`src/rtl/eeprom_config.svh`:
```
`ifndef EEPROM_CONFIG_SVH
`define EEPROM_CONFIG_SVH

// byte address, 24C16 style part
`define EEPROM_ADDR_W 11

// top nibble of the control byte
`define EEPROM_DEV_CODE 4'b1010

// CLK cycles per bus bit, SCL low for the first half
`define EEPROM_PHASES 4

`endif

```
`src/rtl/eeprom_pkg.sv`:
```
`default_nettype none

`include "eeprom_config.svh"

package eeprom_pkg;

    typedef enum logic
    {
        OP_WRITE = 1'b0,
        OP_READ  = 1'b1
    } eeprom_op_e;

    // one request, held for the whole transaction
    typedef struct packed {
        eeprom_op_e                op;
        logic [`EEPROM_ADDR_W-1:0] addr;
        logic [7:0]                data;
    } eeprom_frame_t;

    // per-phase instruction to the line driver
    typedef struct packed {
        logic scl;      // SCL level
        logic sda_oe;   // drive SDA, else released
        logic sda_val;
        logic sample;   // shift SDA in
        logic last;     // eighth read bit
        logic done;     // end of transaction
    } line_cmd_t;

endpackage

`default_nettype wire

```
`src/rtl/eeprom_req_stage.sv`:
```
`timescale 1ns/1ns
`default_nettype none

`include "eeprom_config.svh"

module eeprom_req_stage (
    input  logic                      CLK,
    input  logic                      RESET,
    input  logic                      WR,
    input  logic                      RD,
    input  logic [`EEPROM_ADDR_W-1:0] ADDR,
    input  logic [7:0]                wr_data,
    input  logic                      busy,
    output eeprom_pkg::eeprom_frame_t frame,
    output logic                      start
);

    import eeprom_pkg::*;

    logic take;

    // busy rises one cycle after start, so the start cycle blocks too
    assign take = (WR || RD) && !busy && !start;

    always_ff @(posedge CLK)
    begin
        if (RESET)
        begin
            start <= 1'b0;
        end
        else
        begin
            start <= take;
        end
    end

    // frame is held until the next accepted request
    always_ff @(posedge CLK)
    begin
        if (take)
        begin
            frame.op   <= WR ? OP_WRITE : OP_READ;  // write wins if both
            frame.addr <= ADDR;
            frame.data <= wr_data;
        end
    end

endmodule

`default_nettype wire

```
`config.mk`:
```
export PLATFORM = sky130hd
export DESIGN_NAME = eeprom_req_stage
export DESIGN_NICKNAME = d
export VERILOG_FILES = /design/src/rtl/eeprom_pkg.sv /design/src/rtl/eeprom_req_stage.sv
export VERILOG_INCLUDE_DIRS = /design/src /design/src/rtl
export SDC_FILE = /design/constraint.sdc
export NUM_CORES = 1
export LEC_CHECK = 0
export BUFFER_PORTS_ARGS = -buffer_cell sky130_fd_sc_hd__buf_4
export CAP_MARGIN = 20
export CORE_ASPECT_RATIO = 0.9
export CORE_MARGIN = 4
export CORE_UTILIZATION = 40
export DETAILED_ROUTE_END_ITERATION = 6
export GPL_TIMING_DRIVEN = 0
export PLACE_DENSITY = 0.78
export SKIP_LAST_GASP = 1
export SLEW_MARGIN = 10
export SYNTH_ARGS = -nofsm -noshare
export SYNTH_HDL_FRONTEND = slang
export SYNTH_SLANG_ARGS = --single-unit
```
`constraint.sdc`:
```
create_clock -name CLK -period 5.1 [get_ports CLK]
set_input_delay 0.51 -clock CLK [delete_from_list [all_inputs] [get_ports CLK]]
set_output_delay 0.51 -clock CLK [all_outputs]
set_load 0.01 [all_outputs]
```
==> results_dict.tcl <==
set metrics [dict create \
    outcome "complete, no violations" \
    cp_top_family "simple AND/OR/NAND/NOR gates" \
    crit_path_start_kind "flop" \
    die-height_um 46.1 \
    synth_area_um2 646 \
    post_cts_buffers 0 \
    crit_fanout 11 \
    ctsResizeCount 0 \
    ys_seq_area_share_pct 96.1 \
    drc 0 \
    grt_pass1_wl_um 2060 \
    synthCells 25 \
    synth_area_leader_cell "edfxtp_1" \
    pwr-share-clk_pct 24.4 \
    cts_num_sinks 21 \
    cts_tree "done" \
    ys_warn_count 0 \
    critPathArrivalTime_ns 1.64 \
    synth_seq_cells 21 \
    synth_cell_types 6 \
    synth_compound_area_share_pct 0 \
    worst_pin_slew_ns 0.780 \
    synthXorXnorAreaFrac_pct 0 \
    cts-root-buf "clkbuf_4" \
    synth_top_family_by_area "simple AND/OR/NAND/NOR gates" \
    internal-power_mw 0.254 \
    maxSlewViolCount 0 \
    synth_top_area_share_pct 93.0 \
    via_per_inst 4.42 \
    core_um2 1480 \
    routed_wl_um 1430 \
    relSlewSlack_pct 47.7 \
    cts.clk_slew.worst_paths_ns 0.11 \
    grt_usage_pct 13.0 \
    cap_violations 0 \
    syn-num-nets 49 \
    setup_violations 0 \
    finalCritPeriodShare_pct 31.7 \
    drt_first_pass_iters 2 \
    crit_type "flop to flop" \
    nFillCells 107 \
    synth_top_cells_by_area "edfxtp_1, dfxtp_1, nor4_2, nor3_1, inv_1" \
    ir_drop_uv 199 \
    start_util_pct 43.6 \
    io_pins 45 \
    rsz0062_at_grt "no" \
    pwr-share-comb_pct 12.1 \
    synthSimpleGateAreaFrac_pct 3.29 \
    max-clock-path-buffers 2 \
    antenna_left 0 \
    h-tree-depth 1 \
    grt_pass1_vias 415 \
    cp_num_buf_inv 1 \
    post_drt_wl_per_cell_um 14.9 \
    powerDensity_nw_per_um2 307 \
    skew_ns 0.00300 \
    worstSetupEndpointType "flop" \
    power_leakage_nw 0.441 \
    die_area_um2 2320 \
    antenna_found_initial 0 \
    finalPower_mw 0.320 \
    gp_congestion 0.670 \
    stdcell_count 96 \
    setup_tns_ns 0 \
    syn_to_final_growth_pct 61.4 \
    numPortBuffers 44 \
    p_sw_mw 0.0664 \
    grt_remaining_overflow 0 \
    numCtsBuffers 3 \
    diodes 0 \
    drive_above_1_share_pct 67.6 \
    fp.dieW_um 50.4 \
    fin_nets 99 \
    max_freq_mhz 618 \
    detailedRoute.firstIterationViolations 3 \
    p_sw_share_pct 20.7 \
    synthAdderAreaFrac_pct 0 \
    hold_class "input pin to flop" \
    vias 424 \
    period_needed_ns 1.62 \
    utilization_pct 70.4 \
    hold_viol_final 0 \
    path_cells "nor3_2 > buf_4" \
    dp_cells 92 \
    insertion_delay_ns 0.30 \
    cpPeakStageDelay_ns 0.66 \
    cts_hold_buf 0 \
    fp-row-count 13 \
    cp.required_ns 5.12 \
    crit_slowest_cell "nor3_2" \
    synth.area.mux_share_pct 0 \
    avgSynthCellArea_um2 25.8 \
    grt_max_degree 12 \
    seqPwrFrac_pct 63.4 \
]
==> cells in the mapped netlist <==
cell type	n
nor4_2	1
edfxtp_1	20
dfxtp_1	1
nor3_1	1
inv_1	1
nor2_1	1
==> flip-flops by register name, indices dropped and copies added, names as in the netlist <==
register  count
start         1
frame        20
==> through the flow <==
step / setup slack, ns / instance area, µm² / hold WS (ns)
finish: 3.48 / 1040 / 0.355
detailed placement: 3.20 / 1020 / 0.481
global route: 3.35 / 1040 / 0.350
floorplan: 2.72 / 646 / 0.496
CTS: 3.47 / 1040 / 0.352
global placement: 2.18 / 1000 / 0.449
==> logic make-up after synthesis <==
kind of cell           Yosys count
DFF                             21
buffers and inverters            1
and+or+nand+nor                  3
==> worst paths after layout <==
path | startpoint | to | slack, ns | cells after the start
worst max-delay path | start | frame[11] | 3.48 | 2
worst min-delay path | RESET | start | 0.35 | 2
worst max register to register | start | frame[11] | 3.48 | 2
worst min register to register | start | start | 0.49 | 1
==> cell type report <==
| class | instances | area, µm² | area share (%) |
|---|---|---|---|
| multi-input combinational | 3 | 26.3 | 2.52 |
| tap | 22 | 27.5 | 2.64 |
| inverter | 1 | 3.75 | 0.360 |
| sequential | 21 | 621 | 59.5 |
| clock buffer | 4 | 26.3 | 2.52 |
| timing repair buffer | 45 | 338 | 32.4 |
==> routing by layer <==
layer / share of wire [%] / vias to the layer above / track usage (%)
li1: - / 195 / -
met1: 32 / 213 / 12.6
met2: 63 / 14 / 24.7
met3: 4.0 / 2 / 2.91
met4: 0.98 / 0 / 9.68
met5: 0 / - / 0
==> worst reg2reg max path, stage by stage, from the launching register on <==
cell     delay [ns]
dfxtp_1        0.36
nor3_2         0.66
buf_4          0.31
==> power by group through the flow <==
stage          Sequential (mW)  Combinational (mW)  Clock [mW]
6_report                 0.203              0.0388      0.0783
3_3_place_gp             0.207              0.0372           0
2_1_floorplan            0.213             0.00416           0
4_1_cts                  0.203              0.0395      0.0798
5_1_grt                  0.204              0.0414      0.0861
3_5_place_dp             0.207              0.0395           0
==> cells in the final DEF, fill, tap and decap left out <==
cell      count
buf_4        45
clkbuf_1      1
clkbuf_4      3
dfxtp_1       1
edfxtp_1     20
inv_1         1
nor2_1        1
nor3_2        1
nor4_2        1
(Power assumes the default switching activity.)
