File: src/rtl/eeprom_config.svh
`ifndef EEPROM_CONFIG_SVH
`define EEPROM_CONFIG_SVH

// byte address, 24C16 style part
`define EEPROM_ADDR_W 11

// top nibble of the control byte
`define EEPROM_DEV_CODE 4'b1010

// CLK cycles per bus bit, SCL low for the first half
`define EEPROM_PHASES 4

`endif

File: src/rtl/eeprom_pkg.sv
`default_nettype none

`include "eeprom_config.svh"

package eeprom_pkg;

    typedef enum logic
    {
        OP_WRITE = 1'b0,
        OP_READ  = 1'b1
    } eeprom_op_e;

    // one request, held for the whole transaction
    typedef struct packed {
        eeprom_op_e                op;
        logic [`EEPROM_ADDR_W-1:0] addr;
        logic [7:0]                data;
    } eeprom_frame_t;

    // per-phase instruction to the line driver
    typedef struct packed {
        logic scl;      // SCL level
        logic sda_oe;   // drive SDA, else released
        logic sda_val;
        logic sample;   // shift SDA in
        logic last;     // eighth read bit
        logic done;     // end of transaction
    } line_cmd_t;

endpackage

`default_nettype wire

File: src/rtl/eeprom_bit_seq.sv
`timescale 1ns/1ns
`default_nettype none

`include "eeprom_config.svh"

module eeprom_bit_seq (
    input  logic                      CLK,
    input  logic                      RESET,
    input  eeprom_pkg::eeprom_frame_t frame,
    input  logic                      start,
    output logic                      busy,
    output eeprom_pkg::line_cmd_t     cmd
);

    import eeprom_pkg::*;

    localparam int PH_W = $clog2(`EEPROM_PHASES);
    localparam logic [PH_W-1:0] PH_LAST = PH_W'(`EEPROM_PHASES - 1);
    localparam logic [PH_W-1:0] PH_HIGH = PH_W'(`EEPROM_PHASES / 2);

    typedef enum logic [3:0]
    {
        S_IDLE,
        S_WR_START,
        S_CTRL_WR,
        S_ADDR_WR,
        S_DATA_WR,
        S_RD_START,
        S_CTRL_RD,
        S_DATA_RD,
        S_STOP
    } state_e;

    state_e          state;
    state_e          state_nxt;
    logic [PH_W-1:0] phase;
    logic [2:0]      bit_cnt;     // bit within the current byte, MSB first
    logic            slot_end;
    logic            scl_lvl;
    logic [7:0]      tx_byte;

    assign busy     = (state != S_IDLE);
    assign slot_end = (phase == PH_LAST);
    assign scl_lvl  = (phase >= PH_HIGH);

    // next field, taken at the end of a bit slot
    always_comb
    begin
        state_nxt = state;
        case (state)
            S_IDLE:
                if (start)
                    state_nxt = S_WR_START;
            S_WR_START:
                state_nxt = S_CTRL_WR;
            S_CTRL_WR:
                if (bit_cnt == 3'd0)
                    state_nxt = S_ADDR_WR;
            S_ADDR_WR:
                if (bit_cnt == 3'd0)
                    state_nxt = (frame.op == OP_READ) ? S_RD_START : S_DATA_WR;
            S_DATA_WR:
                if (bit_cnt == 3'd0)
                    state_nxt = S_STOP;
            S_RD_START:
                state_nxt = S_CTRL_RD;      // repeated start
            S_CTRL_RD:
                if (bit_cnt == 3'd0)
                    state_nxt = S_DATA_RD;
            S_DATA_RD:
                if (bit_cnt == 3'd0)
                    state_nxt = S_STOP;
            S_STOP:
                state_nxt = S_IDLE;
            default:
                state_nxt = S_IDLE;
        endcase
    end

    always_ff @(posedge CLK)
    begin
        if (RESET)
        begin
            state   <= S_IDLE;
            phase   <= '0;
            bit_cnt <= 3'd7;
        end
        else if (state == S_IDLE)
        begin
            phase   <= '0;
            bit_cnt <= 3'd7;
            state   <= state_nxt;
        end
        else
        begin
            phase <= slot_end ? '0 : phase + 1'b1;
            if (slot_end)
            begin
                state <= state_nxt;
                // reload on every field change, count down inside a byte
                if (state_nxt != state)
                    bit_cnt <= 3'd7;
                else
                    bit_cnt <= bit_cnt - 1'b1;
            end
        end
    end

    // byte on the wire for the current field
    always_comb
    begin
        case (state)
            S_CTRL_WR: tx_byte = {`EEPROM_DEV_CODE, frame.addr[`EEPROM_ADDR_W-1:8], 1'b0};
            S_CTRL_RD: tx_byte = {`EEPROM_DEV_CODE, frame.addr[`EEPROM_ADDR_W-1:8], 1'b1};
            S_ADDR_WR: tx_byte = frame.addr[7:0];
            default:   tx_byte = frame.data;
        endcase
    end

    always_comb
    begin
        // idle: SCL high, SDA released
        cmd = '{scl: 1'b1, sda_oe: 1'b0, sda_val: 1'b1, sample: 1'b0, last: 1'b0, done: 1'b0};
        case (state)
            S_WR_START, S_RD_START:
            begin
                cmd.scl     = scl_lvl;
                cmd.sda_oe  = 1'b1;
                cmd.sda_val = !slot_end;    // falls mid SCL high
            end
            S_CTRL_WR, S_ADDR_WR, S_DATA_WR, S_CTRL_RD:
            begin
                cmd.scl     = scl_lvl;
                cmd.sda_oe  = 1'b1;
                cmd.sda_val = tx_byte[bit_cnt];
            end
            S_DATA_RD:
            begin
                cmd.scl    = scl_lvl;
                cmd.sample = (phase == PH_HIGH);
                cmd.last   = (phase == PH_HIGH) && (bit_cnt == 3'd0);
            end
            S_STOP:
            begin
                cmd.scl     = scl_lvl;
                cmd.sda_oe  = 1'b1;
                cmd.sda_val = slot_end;     // rises mid SCL high
                cmd.done    = slot_end;
            end
            default:
            begin
                cmd.scl = 1'b1;
            end
        endcase
    end

endmodule

`default_nettype wire

File: config.mk
export PLATFORM = sky130hd
export DESIGN_NAME = eeprom_bit_seq
export DESIGN_NICKNAME = d
export VERILOG_FILES = /design/src/rtl/eeprom_pkg.sv /design/src/rtl/eeprom_bit_seq.sv
export VERILOG_INCLUDE_DIRS = /design/src /design/src/rtl
export SDC_FILE = /design/constraint.sdc
export NUM_CORES = 1
export LEC_CHECK = 0
export BUFFER_PORTS_ARGS = -buffer_cell sky130_fd_sc_hd__buf_4
export CAP_MARGIN = 20
export CORE_UTILIZATION = 53
export DETAILED_ROUTE_END_ITERATION = 8
export PLACE_DENSITY = 0.84
export SLEW_MARGIN = 20
export SYNTH_ARGS = -nofsm -noshare
export SYNTH_HDL_FRONTEND = slang
export SYNTH_SLANG_ARGS = --single-unit
File: constraint.sdc
create_clock -name CLK -period 5.5 [get_ports CLK]
set_input_delay 0.275 -clock CLK [delete_from_list [all_inputs] [get_ports CLK]]
set_output_delay 0.275 -clock CLK [all_outputs]
set_load 0.01 [all_outputs]
==> impl_summary.md <==
Yosys
Of the total synthesized cell area, the portion taken by full adders, half adders and majority gates is 0.0567. Among all cell types in the netlist, the one instantiated most often is dfxtp_1. The area share of xor/xnor cells in the synthesized design is 0.0199.

Summing every instance area after synthesis gives 882 µm². The number of distinct library cells after synthesis is 45. After synthesis, the share of cell area in mux cells is 0.0255.

Yosys printed 0 warnings. The net count after synthesis is 143. The top-area cell type share of the netlist area is 0.204.

The number of enable-type register cells in the synthesized netlist is 0. For this run, the register share of the synthesized area comes to 0.204. In the synthesized netlist, the cells that appear most often are 9 x dfxtp_1, 8 x a21oi_1, 7 x nand2_1. After technology mapping, the gate count stands at 116. The flip-flop cell with the highest count after synthesis is dfxtp_1. The post-synthesis simple-gate area fraction is 0.285. The post-synthesis area per instance is 7.60 µm². The fraction of the mapped netlist area in compound gates came to 0.319. The cell type contributing the most total cell area after synthesis is dfxtp_1. After synthesis, the largest family of logic cells by area is compound AO/OA/AOI/OAI gates. The synthesized design contains 9 register bits. For this run, asynchronously set or reset flops after synthesis account for 0. Sorting the synthesized cells by area gives the leading types as dfxtp_1 20%, ha_1 5.7%, a21oi_1 4.5%.

Worst hold path
In this run the worst hold path is classified as in -> reg. The worst-case hold path end point is state[2]. The startpoint of the tightest hold check path is RESET. The hold path depth is 2.

Clocking
In this run the clock root is driven by a clkbuf_4. The number of setup buffers added after CTS is 0. In this run, post-CTS hold repair placed 0 buffers. TritonCTS built the clock tree.

The TritonCTS buffer count is 3. For the worst-skew pair, the clock arrives at the later sink with an insertion delay of 0.26 ns. The count of instances resized after the clock tree is built is 0. In this run the deepest clock path goes through 2 buffers. The H-tree depth reported by CTS is 1.

The total number of clock tree sinks is 9. The clock-pin slew reported for the worst setup and hold paths after clock tree synthesis is 0.07 ns.

Route
The aggregate routed wire length is 2040 µm. The routed metal-1 wire length is 956 µm. Summing over every cut layer, the via total after detailed routing is 941. For this run, design rule violations remaining after detail routing come to 0. The count of nets left with antenna violations once routing finished came out at 0.

The detailed-router iteration count before antenna repair is 4. In the routed layout, each cell is associated on average with a via count of 6.11. Detailed routing placed a total of 967 µm of wire on met2. In the detailed route, the total length drawn on met3 is 79 µm. The detailed router used layers up to and including met4. Dividing the detail-routed wire length by the instance count gives 13.2 µm. The first routing iteration left 23 violations.

Cells and area
Compared with the post-synthesis result, the final layout area differs by 23.7%. The final net count is 166. The antenna diode count is 0. The fraction of final layout cells sized beyond drive strength 1 is 0.312. The count of non-filler cells in the finished layout is 154.

Critical path
Of all nets on the critical path, the largest fanout is 19. STA puts the critical path data required time at 5.22 ns. STA classifies the critical path endpoint as an output port. Tracing the worst setup path back leads to its startpoint at state[0]. For the worst setup path, the data arrival time is 2.45 ns. The number of cells on the worst reg-to-reg path is 7. The flop-to-flop setup slack is 3.37 ns. The worst setup path is of the reg -> out kind. The endpoint identified for the worst register-to-register timing path is bit_cnt[0]. The startpoint of the lowest-slack register-to-register path is bit_cnt[0]. The kind of start point of the critical path is a flip-flop.

Global route
In the global route stage, overall resource usage came out at 0.241. The initial antenna violation count is 0. The via count of the first global-routing pass came to 818. The aggregate global routing overflow is 0. The first global-routing pass estimated 3480 µm of wire. Entering global routing, the biggest net connects 20 pins.

Timing
The post-route minimum period is 2.72 ns. The final hold violation count is 0. Setup violations remaining at the end of the flow were counted as 0.

The max-slew violation total from the final report came to 0. Setup repair after global routing left no endpoint under its margin. Setup total negative slack on the finished layout was measured at 0 ns. Dividing the final minimum period by the clock period gives 0.495. At the pin with the least slew margin, the transition time is 0.586 ns. The headroom to the max-slew limit is 0.609. The fmax is 367 MHz.

The maximum clock skew at final layout is 0.0111 ns.

Placement
The weighted congestion reported at the end of routability-driven placement is 0.828. The total placed cells including tap cells is 150. Summed over all nets, the half-perimeter wirelength after detailed placement is 1560 µm.

The number of input and output port buffers inserted is 29.

Floorplan
The region available for standard cell placement spans 0.00152 mm². Measured along the x axis, the die boundary spans 42.8 µm. The die covers 0.00183 mm². In this run the core area contains 14 standard-cell rows. The effective utilization at floorplan is 0.579.

For this design the top-level I/O count stands at 30. The y dimension of the die is 42.8 µm.

Power and ir drop
In this run the static leakage power is 0.000471 µW. The highest ir drop seen on vdd is 0.324 mV. The overall power after layout is 342 µW. For this design the ratio of total power to cell area is 314 mW/mm².

Run
The tool flagged a number of max-cap violations equal to 0.

Status
The run finished with clean final reports.
[kinds of logic after synthesis]
family                   Yosys count
adder cells (fa/ha/maj)            4
AO/OA/AOI/OAI                     40
multiplexers                       1
AND/OR/NAND/NOR                   43
buffers and inverters             17
flip-flops                         9
XOR/XNOR                           2
[cell usage in the layout, fill, tap and decap left out, types with 2 or more instances in the layout]
cell type | Yosys | final
ha_1 | 4 | 4
xor2_1 | 2 | 2
and3_1 | 3 | 3
nor2b_1 | 4 | 4
o2111ai_1 | 2 | 2
nand2_1 | 7 | 7
inv_1 | 4 | 4
dfxtp_1 | 9 | 9
buf_4 | 1 | 29
a211oi_1 | 3 | 3
o311ai_1 | 2 | 2
a221oi_1 | 2 | 2
a21oi_1 | 8 | 8
inv_2 | 2 | 2
a31oi_1 | 3 | 3
nor2_1 | 6 | 6
o21ai_1 | 2 | 2
o21ai_0 | 6 | 6
clkbuf_4 | 0 | 3
and2_1 | 3 | 3
nor3_1 | 5 | 5
nor4_1 | 2 | 2
a22o_1 | 4 | 4
nand2b_1 | 3 | 3
[worst max-delay path: stages, from the launching register on]
cell and delay (ns):
dfxtp_1 0.69, inv_2 0.15, nor3_2 0.30, mux4_2 0.54, a211oi_1 0.23, o311ai_1 0.11
buf_4 0.16
[layer usage]
layer / global-route usage / up-vias
li1: - / 484
met1: 0.331 / 434
met2: 0.379 / 19
met3: 0.0340 / 4
met4: 0.0938 / 0
met5: 0 / -
[how the worst max path moves through the flow]
stage | end | slack, ns | cells after the start
final | cmd[3] | 2.78 | 6
after global routing | cmd[3] | 2.55 | 6
after CTS | cmd[3] | 2.79 | 6
after detailed placement | cmd[3] | 3.09 | 6
after global placement | cmd[3] | 3.18 | 6
after floorplan | bit_cnt[0] | 3.56 | 9
[state kept, by name, summed over array words and instances (netlist names)]
name,cells
state,4
bit_cnt,3
phase,2
[where the power goes]
part / total (µW) / switching (µW) / internal, µW
clock network: 49.3 / 22.6 / 26.7
registers: 109 / 32.6 / 76.3
logic: 184 / 92.6 / 91.3
total: 342 / 148 / 194
[final cells by class]
class	count	area, µm²
clock buffers	3	22.5
clock inverters	1	5.00
fillers	123	433
inverters	6	22.5
multi-input cells	90	623
flip-flops and latches	9	180
well taps	16	20.0
repair buffers	29	218
[through the flow]
step / worst slack [ns] / utilization / instance area (µm²) / hold slack [ns]
3_5_place_dp: 3.09 / 0.698 / 1060 / 0.458
4_1_cts: 2.79 / 0.716 / 1090 / 0.244
3_3_place_gp: 3.18 / 0.698 / 1060 / 0.447
2_1_floorplan: 3.56 / - / 882 / 0.429
6_report: 2.78 / 0.716 / 1090 / 0.247
5_1_grt: 2.55 / 0.716 / 1090 / 0.251
Note: power is estimated with default switching activity, not from simulation.
